File: src/common/rv_pkg.sv
package rv_pkg;

  localparam logic [31:0] RESET_PC = 32'h0000_0000;

  typedef struct packed {
    logic [6:0] funct7;
    logic [4:0] rs2;
    logic [4:0] rs1;
    logic [2:0] funct3;
    logic [4:0] rd;
    logic [6:0] opcode;
  } r_fmt_t;

  typedef struct packed {
    logic [11:0] imm;
    logic [4:0]  rs1;
    logic [2:0]  funct3;
    logic [4:0]  rd;
    logic [6:0]  opcode;
  } i_fmt_t;

  typedef struct packed {
    logic [6:0] imm_11_5;
    logic [4:0] rs2;
    logic [4:0] rs1;
    logic [2:0] funct3;
    logic [4:0] imm_4_0;
    logic [6:0] opcode;
  } s_fmt_t;

  typedef struct packed {
    logic       imm_12;
    logic [5:0] imm_10_5;
    logic [4:0] rs2;
    logic [4:0] rs1;
    logic [2:0] funct3;
    logic [3:0] imm_4_1;
    logic       imm_11;
    logic [6:0] opcode;
  } b_fmt_t;

  typedef struct packed {
    logic [19:0] imm_31_12;
    logic [4:0]  rd;
    logic [6:0]  opcode;
  } u_fmt_t;

  typedef struct packed {
    logic       imm_20;
    logic [9:0] imm_10_1;
    logic       imm_11;
    logic [7:0] imm_19_12;
    logic [4:0] rd;
    logic [6:0] opcode;
  } j_fmt_t;

  // One fetched word, viewed in each encoding format
  typedef union packed {
    r_fmt_t r;
    i_fmt_t i;
    s_fmt_t s;
    b_fmt_t b;
    u_fmt_t u;
    j_fmt_t j;
  } instr_t;

  typedef enum logic [6:0] {
    OPC_OP     = 7'b0110011,
    OPC_OP_IMM = 7'b0010011,
    OPC_LUI    = 7'b0110111,
    OPC_LOAD   = 7'b0000011,
    OPC_STORE  = 7'b0100011,
    OPC_BRANCH = 7'b1100011,
    OPC_JAL    = 7'b1101111,
    OPC_SYSTEM = 7'b1110011
  } opcode_t;

  typedef enum logic [2:0] {
    ALU_ADD = 3'b000,
    ALU_SUB = 3'b001,
    ALU_AND = 3'b010,
    ALU_OR  = 3'b011,
    ALU_XOR = 3'b100,
    ALU_SLT = 3'b101
  } alu_op_t;

  typedef enum logic [1:0] {
    SRC_A_PC     = 2'b00,
    SRC_A_OLD_PC = 2'b01,
    SRC_A_RS1    = 2'b10,
    SRC_A_ZERO   = 2'b11
  } alu_src_a_t;

  typedef enum logic [1:0] {
    SRC_B_RS2  = 2'b00,
    SRC_B_IMM  = 2'b01,
    SRC_B_FOUR = 2'b10
  } alu_src_b_t;

  typedef enum logic [1:0] {
    RES_ALU_OUT    = 2'b00,
    RES_DATA       = 2'b01,
    RES_ALU_RESULT = 2'b10
  } result_src_t;

  typedef enum logic {
    ADR_PC     = 1'b0,
    ADR_RESULT = 1'b1
  } adr_src_t;

  typedef enum logic [3:0] {
    S_FETCH,
    S_DECODE,
    S_MEM_ADR,
    S_MEM_READ,
    S_MEM_WB,
    S_MEM_WRITE,
    S_EXEC_R,
    S_EXEC_I,
    S_ALU_WB,
    S_BRANCH,
    S_JAL,
    S_HALT
  } fsm_state_t;

endpackage

File: src/common/ctrl_if.sv
`timescale 1ns/1ps

interface ctrl_if
  import rv_pkg::*;
  ();

  logic        pc_write;
  logic        ir_write;
  logic        reg_write;
  logic        mem_write;
  adr_src_t    adr_src;
  alu_src_a_t  alu_src_a;
  alu_src_b_t  alu_src_b;
  alu_op_t     alu_op;
  result_src_t result_src;

  // Control side
  modport ctrl (
    output pc_write, ir_write, reg_write, mem_write,
    output adr_src, alu_src_a, alu_src_b, alu_op, result_src
  );

  // Datapath side
  modport dp (
    input pc_write, ir_write, reg_write, mem_write,
    input adr_src, alu_src_a, alu_src_b, alu_op, result_src
  );

endinterface

File: src/source/alu.sv
`timescale 1ns/1ps

module alu
  import rv_pkg::*;
  (
  input  logic [31:0] a,
  input  logic [31:0] b,
  input  alu_op_t     op,
  output logic [31:0] result,
  output logic        zero
);

  always_comb begin
    case (op)
      ALU_ADD: result = a + b;
      ALU_SUB: result = a - b;
      ALU_AND: result = a & b;
      ALU_OR:  result = a | b;
      ALU_XOR: result = a ^ b;
      ALU_SLT: result = {31'b0, $signed(a) < $signed(b)};
      default: result = 32'b0;
    endcase
  end

  // Used by branches after a subtract
  assign zero = (result == 32'b0);

endmodule

File: src/source/reg_file.sv
`timescale 1ns/1ps

module reg_file (
  input  logic        clk,
  input  logic        rst_n,
  input  logic [4:0]  rs1,
  input  logic [4:0]  rs2,
  input  logic [4:0]  rd,
  input  logic        we,
  input  logic [31:0] wdata,
  output logic [31:0] rdata1,
  output logic [31:0] rdata2
);

  logic [31:0] regs [32];

  always_ff @(posedge clk or negedge rst_n) begin
    if (!rst_n) begin
      for (int k = 0; k < 32; k++) begin
        regs[k] <= 32'b0;
      end
    end else if (we && rd != 5'd0) begin
      regs[rd] <= wdata;
    end
  end

  // x0 always reads as zero
  assign rdata1 = (rs1 == 5'd0) ? 32'b0 : regs[rs1];
  assign rdata2 = (rs2 == 5'd0) ? 32'b0 : regs[rs2];

endmodule

File: src/source/instr_decode.sv
`timescale 1ns/1ps

module instr_decode
  import rv_pkg::*;
  (
  input  instr_t      instr,
  output opcode_t     opcode,
  output logic [2:0]  funct3,
  output logic        funct7_b5,
  output logic [4:0]  rs1,
  output logic [4:0]  rs2,
  output logic [4:0]  rd,
  output logic [31:0] imm_ext
);

  // Register and function fields sit at the same place in every format
  assign opcode    = opcode_t'(instr.r.opcode);
  assign funct3    = instr.r.funct3;
  assign funct7_b5 = instr.r.funct7[5];
  assign rs1       = instr.r.rs1;
  assign rs2       = instr.r.rs2;
  assign rd        = instr.r.rd;

  always_comb begin
    case (opcode)
      OPC_OP_IMM,
      OPC_LOAD: begin
        imm_ext = {{20{instr.i.imm[11]}}, instr.i.imm};
      end
      OPC_STORE: begin
        imm_ext = {{20{instr.s.imm_11_5[6]}}, instr.s.imm_11_5, instr.s.imm_4_0};
      end
      OPC_BRANCH: begin
        imm_ext = {
          {19{instr.b.imm_12}},
          instr.b.imm_12,
          instr.b.imm_11,
          instr.b.imm_10_5,
          instr.b.imm_4_1,
          1'b0
        };
      end
      OPC_LUI: begin
        imm_ext = {instr.u.imm_31_12, 12'b0};
      end
      OPC_JAL: begin
        imm_ext = {
          {11{instr.j.imm_20}},
          instr.j.imm_20,
          instr.j.imm_19_12,
          instr.j.imm_11,
          instr.j.imm_10_1,
          1'b0
        };
      end
      // R-type and SYSTEM carry no immediate
      default: begin
        imm_ext = 32'b0;
      end
    endcase
  end

endmodule

File: src/control/control_fsm.sv
`timescale 1ns/1ps

module control_fsm
  import rv_pkg::*;
  (
  input  logic         clk,
  input  logic         rst_n,
  input  opcode_t      opcode,
  input  logic [2:0]   funct3,
  input  logic         funct7_b5,
  input  logic         zero,
  ctrl_if.ctrl         ctrl,
  output logic         halted
);

  fsm_state_t state;
  fsm_state_t state_next;
  alu_op_t    dec_alu_op;
  logic       branch_taken;

  always_ff @(posedge clk or negedge rst_n) begin
    if (!rst_n) begin
      state <= S_FETCH;
    end else begin
      state <= state_next;
    end
  end

  always_comb begin
    state_next = S_FETCH;
    case (state)
      S_FETCH:  state_next = S_DECODE;
      S_DECODE: begin
        case (opcode)
          OPC_OP:                state_next = S_EXEC_R;
          OPC_OP_IMM, OPC_LUI:   state_next = S_EXEC_I;
          OPC_LOAD, OPC_STORE:   state_next = S_MEM_ADR;
          OPC_BRANCH:            state_next = S_BRANCH;
          OPC_JAL:               state_next = S_JAL;
          default:               state_next = S_HALT;
        endcase
      end
      S_MEM_ADR:   state_next = (opcode == OPC_LOAD) ? S_MEM_READ : S_MEM_WRITE;
      S_MEM_READ:  state_next = S_MEM_WB;
      S_EXEC_R,
      S_EXEC_I:    state_next = S_ALU_WB;
      S_HALT:      state_next = S_HALT;
      default:     state_next = S_FETCH;
    endcase
  end

  // ALU decoder for the execute states
  always_comb begin
    case (funct3)
      3'b000:  dec_alu_op = (opcode == OPC_OP && funct7_b5) ? ALU_SUB : ALU_ADD;
      3'b010:  dec_alu_op = ALU_SLT;
      3'b100:  dec_alu_op = ALU_XOR;
      3'b110:  dec_alu_op = ALU_OR;
      3'b111:  dec_alu_op = ALU_AND;
      default: dec_alu_op = ALU_ADD;
    endcase
    // funct3 bits of LUI belong to the immediate
    if (opcode == OPC_LUI) begin
      dec_alu_op = ALU_ADD;
    end
  end

  // funct3[0] set means BNE
  assign branch_taken = funct3[0] ? !zero : zero;

  always_comb begin
    ctrl.pc_write   = 1'b0;
    ctrl.ir_write   = 1'b0;
    ctrl.reg_write  = 1'b0;
    ctrl.mem_write  = 1'b0;
    ctrl.adr_src    = ADR_PC;
    ctrl.alu_src_a  = SRC_A_PC;
    ctrl.alu_src_b  = SRC_B_RS2;
    ctrl.alu_op     = ALU_ADD;
    ctrl.result_src = RES_ALU_OUT;
    case (state)
      S_FETCH: begin
        ctrl.ir_write   = 1'b1;
        ctrl.pc_write   = 1'b1;
        ctrl.alu_src_b  = SRC_B_FOUR;
        ctrl.result_src = RES_ALU_RESULT;
      end
      // Branch and jump target is formed here into the ALU output register
      S_DECODE: begin
        ctrl.alu_src_a = SRC_A_OLD_PC;
        ctrl.alu_src_b = SRC_B_IMM;
      end
      S_MEM_ADR: begin
        ctrl.alu_src_a = SRC_A_RS1;
        ctrl.alu_src_b = SRC_B_IMM;
      end
      S_MEM_READ: begin
        ctrl.adr_src = ADR_RESULT;
      end
      S_MEM_WB: begin
        ctrl.result_src = RES_DATA;
        ctrl.reg_write  = 1'b1;
      end
      S_MEM_WRITE: begin
        ctrl.adr_src   = ADR_RESULT;
        ctrl.mem_write = 1'b1;
      end
      S_EXEC_R: begin
        ctrl.alu_src_a = SRC_A_RS1;
        ctrl.alu_op    = dec_alu_op;
      end
      S_EXEC_I: begin
        ctrl.alu_src_a = (opcode == OPC_LUI) ? SRC_A_ZERO : SRC_A_RS1;
        ctrl.alu_src_b = SRC_B_IMM;
        ctrl.alu_op    = dec_alu_op;
      end
      S_ALU_WB: begin
        ctrl.reg_write = 1'b1;
      end
      S_BRANCH: begin
        ctrl.alu_src_a = SRC_A_RS1;
        ctrl.alu_op    = ALU_SUB;
        ctrl.pc_write  = branch_taken;
      end
      S_JAL: begin
        ctrl.pc_write  = 1'b1;
        ctrl.reg_write = 1'b1;
      end
      default: ;
    endcase
  end

  assign halted = (state == S_HALT);

endmodule

File: src/source/rv_core.sv
`timescale 1ns/1ps

module rv_core
  import rv_pkg::*;
  (
  input  logic        clk,
  input  logic        rst_n,
  output logic [31:0] mem_addr,
  output logic [31:0] mem_wdata,
  output logic        mem_we,
  input  logic [31:0] mem_rdata,
  output logic        halted
);

  ctrl_if ctrl ();

  logic [31:0] pc;
  logic [31:0] old_pc;
  instr_t      instr;
  logic [31:0] data_reg;
  logic [31:0] a_reg;
  logic [31:0] b_reg;
  logic [31:0] alu_out;

  opcode_t     opcode;
  logic [2:0]  funct3;
  logic        funct7_b5;
  logic [4:0]  rs1;
  logic [4:0]  rs2;
  logic [4:0]  rd;
  logic [31:0] imm_ext;
  logic [31:0] rdata1;
  logic [31:0] rdata2;
  logic [31:0] alu_a;
  logic [31:0] alu_b;
  logic [31:0] alu_result;
  logic        zero;
  logic [31:0] result;
  logic [31:0] rf_wdata;

  control_fsm i_control_fsm (
    .clk       (clk),
    .rst_n     (rst_n),
    .opcode    (opcode),
    .funct3    (funct3),
    .funct7_b5 (funct7_b5),
    .zero      (zero),
    .ctrl      (ctrl.ctrl),
    .halted    (halted)
  );

  instr_decode i_instr_decode (
    .instr     (instr),
    .opcode    (opcode),
    .funct3    (funct3),
    .funct7_b5 (funct7_b5),
    .rs1       (rs1),
    .rs2       (rs2),
    .rd        (rd),
    .imm_ext   (imm_ext)
  );

  reg_file i_reg_file (
    .clk    (clk),
    .rst_n  (rst_n),
    .rs1    (rs1),
    .rs2    (rs2),
    .rd     (rd),
    .we     (ctrl.reg_write),
    .wdata  (rf_wdata),
    .rdata1 (rdata1),
    .rdata2 (rdata2)
  );

  alu i_alu (
    .a      (alu_a),
    .b      (alu_b),
    .op     (ctrl.alu_op),
    .result (alu_result),
    .zero   (zero)
  );

  always_ff @(posedge clk or negedge rst_n) begin
    if (!rst_n) begin
      pc <= RESET_PC;
    end else if (ctrl.pc_write) begin
      pc <= result;
    end
  end

  always_ff @(posedge clk) begin
    if (ctrl.ir_write) begin
      instr  <= mem_rdata;
      old_pc <= pc;
    end
  end

  // Staging registers between the cycles of one instruction
  always_ff @(posedge clk) begin
    data_reg <= mem_rdata;
    a_reg    <= rdata1;
    b_reg    <= rdata2;
    alu_out  <= alu_result;
  end

  always_comb begin
    case (ctrl.alu_src_a)
      SRC_A_PC:     alu_a = pc;
      SRC_A_OLD_PC: alu_a = old_pc;
      SRC_A_RS1:    alu_a = a_reg;
      default:      alu_a = 32'b0;
    endcase
  end

  always_comb begin
    case (ctrl.alu_src_b)
      SRC_B_RS2:  alu_b = b_reg;
      SRC_B_IMM:  alu_b = imm_ext;
      SRC_B_FOUR: alu_b = 32'd4;
      default:    alu_b = 32'b0;
    endcase
  end

  always_comb begin
    case (ctrl.result_src)
      RES_ALU_OUT:    result = alu_out;
      RES_DATA:       result = data_reg;
      RES_ALU_RESULT: result = alu_result;
      default:        result = alu_out;
    endcase
  end

  // JAL loads the PC and rd together; the link is the PC that fetch already advanced
  assign rf_wdata = ctrl.pc_write ? pc : result;

  assign mem_addr  = (ctrl.adr_src == ADR_RESULT) ? result : pc;
  assign mem_wdata = b_reg;
  assign mem_we    = ctrl.mem_write;

endmodule

File: config.mk
export PLATFORM = sky130hd
export DESIGN_NAME = rv_core
export DESIGN_NICKNAME = d
export VERILOG_FILES = /design/src/common/rv_pkg.sv /design/src/common/ctrl_if.sv /design/src/source/alu.sv /design/src/source/reg_file.sv /design/src/source/instr_decode.sv /design/src/control/control_fsm.sv /design/src/source/rv_core.sv
export SDC_FILE = /design/constraint.sdc
export NUM_CORES = 2
export LEC_CHECK = 0
export BUFFER_PORTS_ARGS = -buffer_cell sky130_fd_sc_hd__buf_4
export CAP_MARGIN = 20
export CELL_PAD_IN_SITES_DETAIL_PLACEMENT = 2
export CELL_PAD_IN_SITES_GLOBAL_PLACEMENT = 2
export CORE_MARGIN = 2
export CORE_UTILIZATION = 41
export DETAILED_ROUTE_END_ITERATION = 6
export HOLD_SLACK_MARGIN = 0.12
export PLACE_DENSITY_LB_ADDON = 0.1
export SLEW_MARGIN = 20
export SYNTH_ARGS = -nofsm -noshare
export SYNTH_HDL_FRONTEND = slang
export SYNTH_HIERARCHICAL = 1
export SYNTH_SLANG_ARGS = --single-unit
File: constraint.sdc
create_clock -name clk -period 9.1 [get_ports clk]
set_input_delay 1.82 -clock clk [delete_from_list [all_inputs] [get_ports clk]]
set_output_delay 1.82 -clock clk [all_outputs]
set_load 0.03 [all_outputs]
==> results.md <==
- The total power density per cell area is 444 mW/mm2.
- The total overflow left after global routing is 0.
- At the end of the flow, the number of nets in the layout was 5541.
- The synthesized netlist devotes 9.87% of its cell area to compound gates.
- Summing the areas of all xor and xnor instances in the mapped netlist gives 0.238% of the synthesized area.
- The critical path starts at instr[3]$_DFFE_PP_.
- In this run the register-to-register setup slack is 0.16 ns.
- The synthesized net count is 5632.
- Synthesis produced 5493 cells.
- The final worst hold slack is 0.401 ns.
- The number of pins with negative max-slew slack in the final report is 0.
- The final weighted congestion in routability-driven placement is 0.874.
- Global routing consumed, on the met2 layer, 54.0% of the routing resources.
- The width of the chip is 417 um.
- The fraction of registers with async set or reset after synthesis is 84.7%.
- The slowest cell on the critical path is or4_1.
- The maximum buffer depth of the clock tree is 3.
- After detailed placement, the total cell area comes to 0.0737 mm2.
- By area, the combinational part of the netlist is dominated by multiplexers.
- The clock drives 1252 sinks.
- The post-layout minimum cycle time is 8.94 ns.
- The worst setup path is captured at a register.
- In the global route stage, met3 resource usage came out at 4.25%.
- The share of the yosys chip area belonging to registers is 44.3%.
- The starting utilization of the core area is 41.3%.
- After floorplanning, the core was sized to cover 0.169 mm2.
- The synthesized netlist contains 106 unique library cells.
- The y dimension of the die is 417 um.
- The placed wire-length estimate after detailed placement is 177 mm.
- The worst register-to-register path begins at instr[3]$_DFFE_PP_.
- The maximum clock frequency is 112 MHz.
- The initial antenna violation count is 19.
- OpenSTA, run right after detailed placement, puts the worst setup slack at -0.644 ns.
- The cell area after layout is 0.0792 mm2.
- The total count of hold-check failures in the final report was 0.
- Across all setup checks in the final design, the least slack found is 0.157 ns.
- The total DRC errors in the routed layout is 0.
- The CTS buffer count is 146.
- The area of the mapped netlist is 0.0700 mm2.
- The worst pin sits at a relative slew slack of 11.5%.
- Summed over all layers, the routed wires come to 288 mm.
- After clock tree synthesis, the clock-pin slew on the worst setup and hold paths is 0.05 ns.
- For this run, the detailed router's first-pass iteration total came to 7.
- Ranked by flip-flop count, first place goes to i_reg_file/regs.
- Clock tree synthesis selected as its root buffer the cell clkbuf_16.
- The die area is 0.174 mm2.
- Max-cap violations in this run came to 0.
- The setup violation total in the final timing report is 0.
- The final critical path takes up 98.3% of the cycle.
- In this run the static leakage power is 35.4 nW.
- The total of buffers placed on input and output ports is 99.
- The TritonCTS clock tree is done.
- The pin count of the biggest net entering global routing is 175.
- The H-tree depth reported by CTS is 4.
- The simple-gate share of the synthesized area is 5.41%.
- The final-layout fill cell count is 16210.
- Counting cells, the worst reg-to-reg path comes to 32.
- Global routing consumed, over all layers together, 32.9% of the routing resources.
- The clock arrives with 0.0268 ns of skew.
- After global routing, the most crowded layer is met2.
- Of the total synthesized cell area, the portion taken by full adders, half adders and majority gates is 1.90%.
- The total number of vias is 50779.
- The maximum single-stage delay on the critical path is 0.59 ns.
- The antenna violation net count after detailed routing is 0.
- The most used flip-flop cell after synthesis is dfrtp_1.
- The start point of the worst hold path is i_reg_file/regs[1016]$_DFFE_PN0P_.
- The number of flip-flops in the largest register is 1024.
- Across the VDD grid, the largest voltage drop is 295 uV.
- The first global-routing pass estimated 413 mm of wire.
- In this run the worst path has a maximum fanout of 31.
- The proportion of synthesized area in mux cells is 33.7%.
- The via count normalized by instance count is 6.56.
- In the final routed layout, each cell accounts on average for 37.2 um.
- The I/O pin total is 100.
- The worst setup path is launched from a register.
- Yosys mapped a number of flops with a built-in enable equal to 64.
- The worst hold path endpoint is i_reg_file/regs[1016]$_DFFE_PN0P_.
- The number of global-route vias before repair came to 54418.
- The start-to-end type of the worst setup path is reg -> reg.
- The number of placement rows is 151.
- The endpoint identified for the worst register-to-register timing path is i_reg_file/regs[733]$_DFFE_PN0P_.
- The area growth from synthesis to layout is 13.2%.
- Global routing consumed, on the met1 layer, 44.6% of the routing resources.
- The synthesized area per cell is 12.7 um2.
- The Yosys step of the flow raised 6 warnings.
- The flow ran to the end, and the final reports show no timing, DRC or antenna violations.
- The slew of the pin with the lowest slew margin is 1.32 ns.
- In this run, synthesis produced a sequential element count of 1252.
- The path category of the worst min-delay check is reg -> reg.
- The data arrival time of the critical path is 9.66 ns.
- The required time at the endpoint of the critical path is 9.82 ns.
- In this run, the number of DRC markers left after iteration 0 of detailed routing was 4522.
- At the later pin of the worst-skew pair, clock insertion delay measures 0.80 ns.
- The worst hold path was traced through 0 stages.
- The post-route netlist has 38.6% of its cells at a drive strength greater than 1.
## Yosys cell counts (38+ instances only)
cell type | count | share of area [%]
a211oi_1 | 95 | 1.0
a21oi_1 | 125 | 0.89
a22o_1 | 60 | 0.75
a22oi_1 | 107 | 1.1
buf_1 | 59 | 0.32
buf_2 | 125 | 0.89
buf_4 | 62 | 0.67
clkbuf_1 | 314 | 1.7
dfrtp_1 | 1060 | 38
dfxtp_1 | 128 | 3.7
edfxtp_1 | 64 | 2.7
ha_1 | 103 | 1.8
inv_1 | 108 | 0.58
mux2_2 | 1006 | 16
mux2i_1 | 406 | 5.8
mux4_2 | 348 | 11
nand2_1 | 128 | 0.69
nand2b_1 | 81 | 0.72
nor2_1 | 151 | 0.81
nor2b_1 | 113 | 1.0
nor3_1 | 58 | 0.41
nor4_1 | 46 | 0.41
o21ai_0 | 64 | 0.46
o221ai_1 | 38 | 0.48
o31ai_1 | 105 | 1.1
## layout make-up
cell class                 count  area [um2]  area share, %
clock inverter                45         497          0.627
multi-input combinational   3548       36900           46.6
tap                         2218        2780           3.50
clock buffer                 221        4420           5.58
timing repair buffer         346        3160           3.99
inverter                     108         405          0.512
antenna                        5        12.5         0.0158
sequential                  1252       31000           39.2
## worst max-delay path, delay by kind of cell, from the launching register on
kind                     cells  cell delay (ns)
buffers and inverters        9             1.71
adder cells (fa/ha/maj)      1             0.30
AO/OA/AOI/OAI               10             2.48
XOR/XNOR                     1             0.29
AND/OR/NAND/NOR              9             3.27
flip-flops                   1             0.40
multiplexers                 2             0.31
## worst max path at each step
stage | end | cells after the start | slack [ns]
global route | i_reg_file/regs[323]$_DFFE_PN0P_ | 31 | -0.07
detailed placement | i_reg_file/regs[812]$_DFFE_PN0P_ | 32 | -0.64
finish | i_reg_file/regs[733]$_DFFE_PN0P_ | 32 | 0.16
floorplan | mem_addr[21] | 22 | 1.41
global placement | i_reg_file/regs[556]$_DFFE_PN0P_ | 31 | -0.56
CTS | mem_addr[31] | 26 | 0.004
## report_power, final
group	internal (mW)	leakage [nW]	switching (mW)	total, mW
clock	3.63	2.42	2.47	6.10
combinational	7.46	16.8	12.5	20.0
sequential	7.45	16.2	1.68	9.13
## what timing repair did
action / in CTS / in global routing
pin swaps: 3 / 8
endpoints found under the setup margin: 1035 / 1037
gates cloned: 0 / 1
setup buffers: 1 / 10
gates resized for setup: 27 / 46
endpoints found under the hold margin: 0 / 0
hold buffers: 0 / 0
## through the flow
| step | total power, mW | utilization (%) | TNS, ns | instances |
|---|---|---|---|---|
| floorplan | 20.2 | - | 0 | 5493 |
| CTS | 34.7 | 46.5 | 0 | 7726 |
| global route | 36.8 | 46.7 | -6.32 | 7739 |
| detailed placement | 28.3 | 43.5 | -558.80 | 7459 |
| global placement | 27.7 | 43.5 | -493.83 | 7457 |
| finish | 35.2 | 46.7 | 0 | 7743 |
## cells by family (layout without fill, tap and decap cells)
logic type,count (synthesis),after routing
buf+inv,693,720
xor+xnor,19,19
simple gates,713,713
mux,1790,1790
flops,1252,1252
compound gates,921,921
other cells,0,5
fa+ha+maj,105,105
## per-layer routing
layer	up-vias	share of wire (%)
li1	20654	-
met1	27976	43
met2	1613	48
met3	536	5.1
met4	0	4.0
met5	-	0
## cell usage in the layout, fill, tap and decap left out, types with 32 or more instances in the layout
master,synthesis,final
dfrtp_1,1060,1060
mux2_2,1006,1006
mux2i_1,406,406
mux4_2,348,348
buf_4,62,293
clkbuf_16,0,157
nor2_1,151,129
dfxtp_1,128,128
a21oi_1,125,120
nand2_1,128,116
inv_1,108,108
a22oi_1,107,107
nor2b_1,113,104
ha_1,103,98
a211oi_1,95,94
nand2b_1,81,79
o31ai_1,105,71
edfxtp_1,64,64
o21ai_0,64,60
a22o_1,60,60
nor3_1,58,52
clkbuf_1,314,38
nor4_1,46,38
buf_12,0,36
o221ai_1,38,35
o22ai_1,36,35
nand3_1,34,32
a21o_1,32,32
Note: power is estimated with default switching activity, not from simulation.
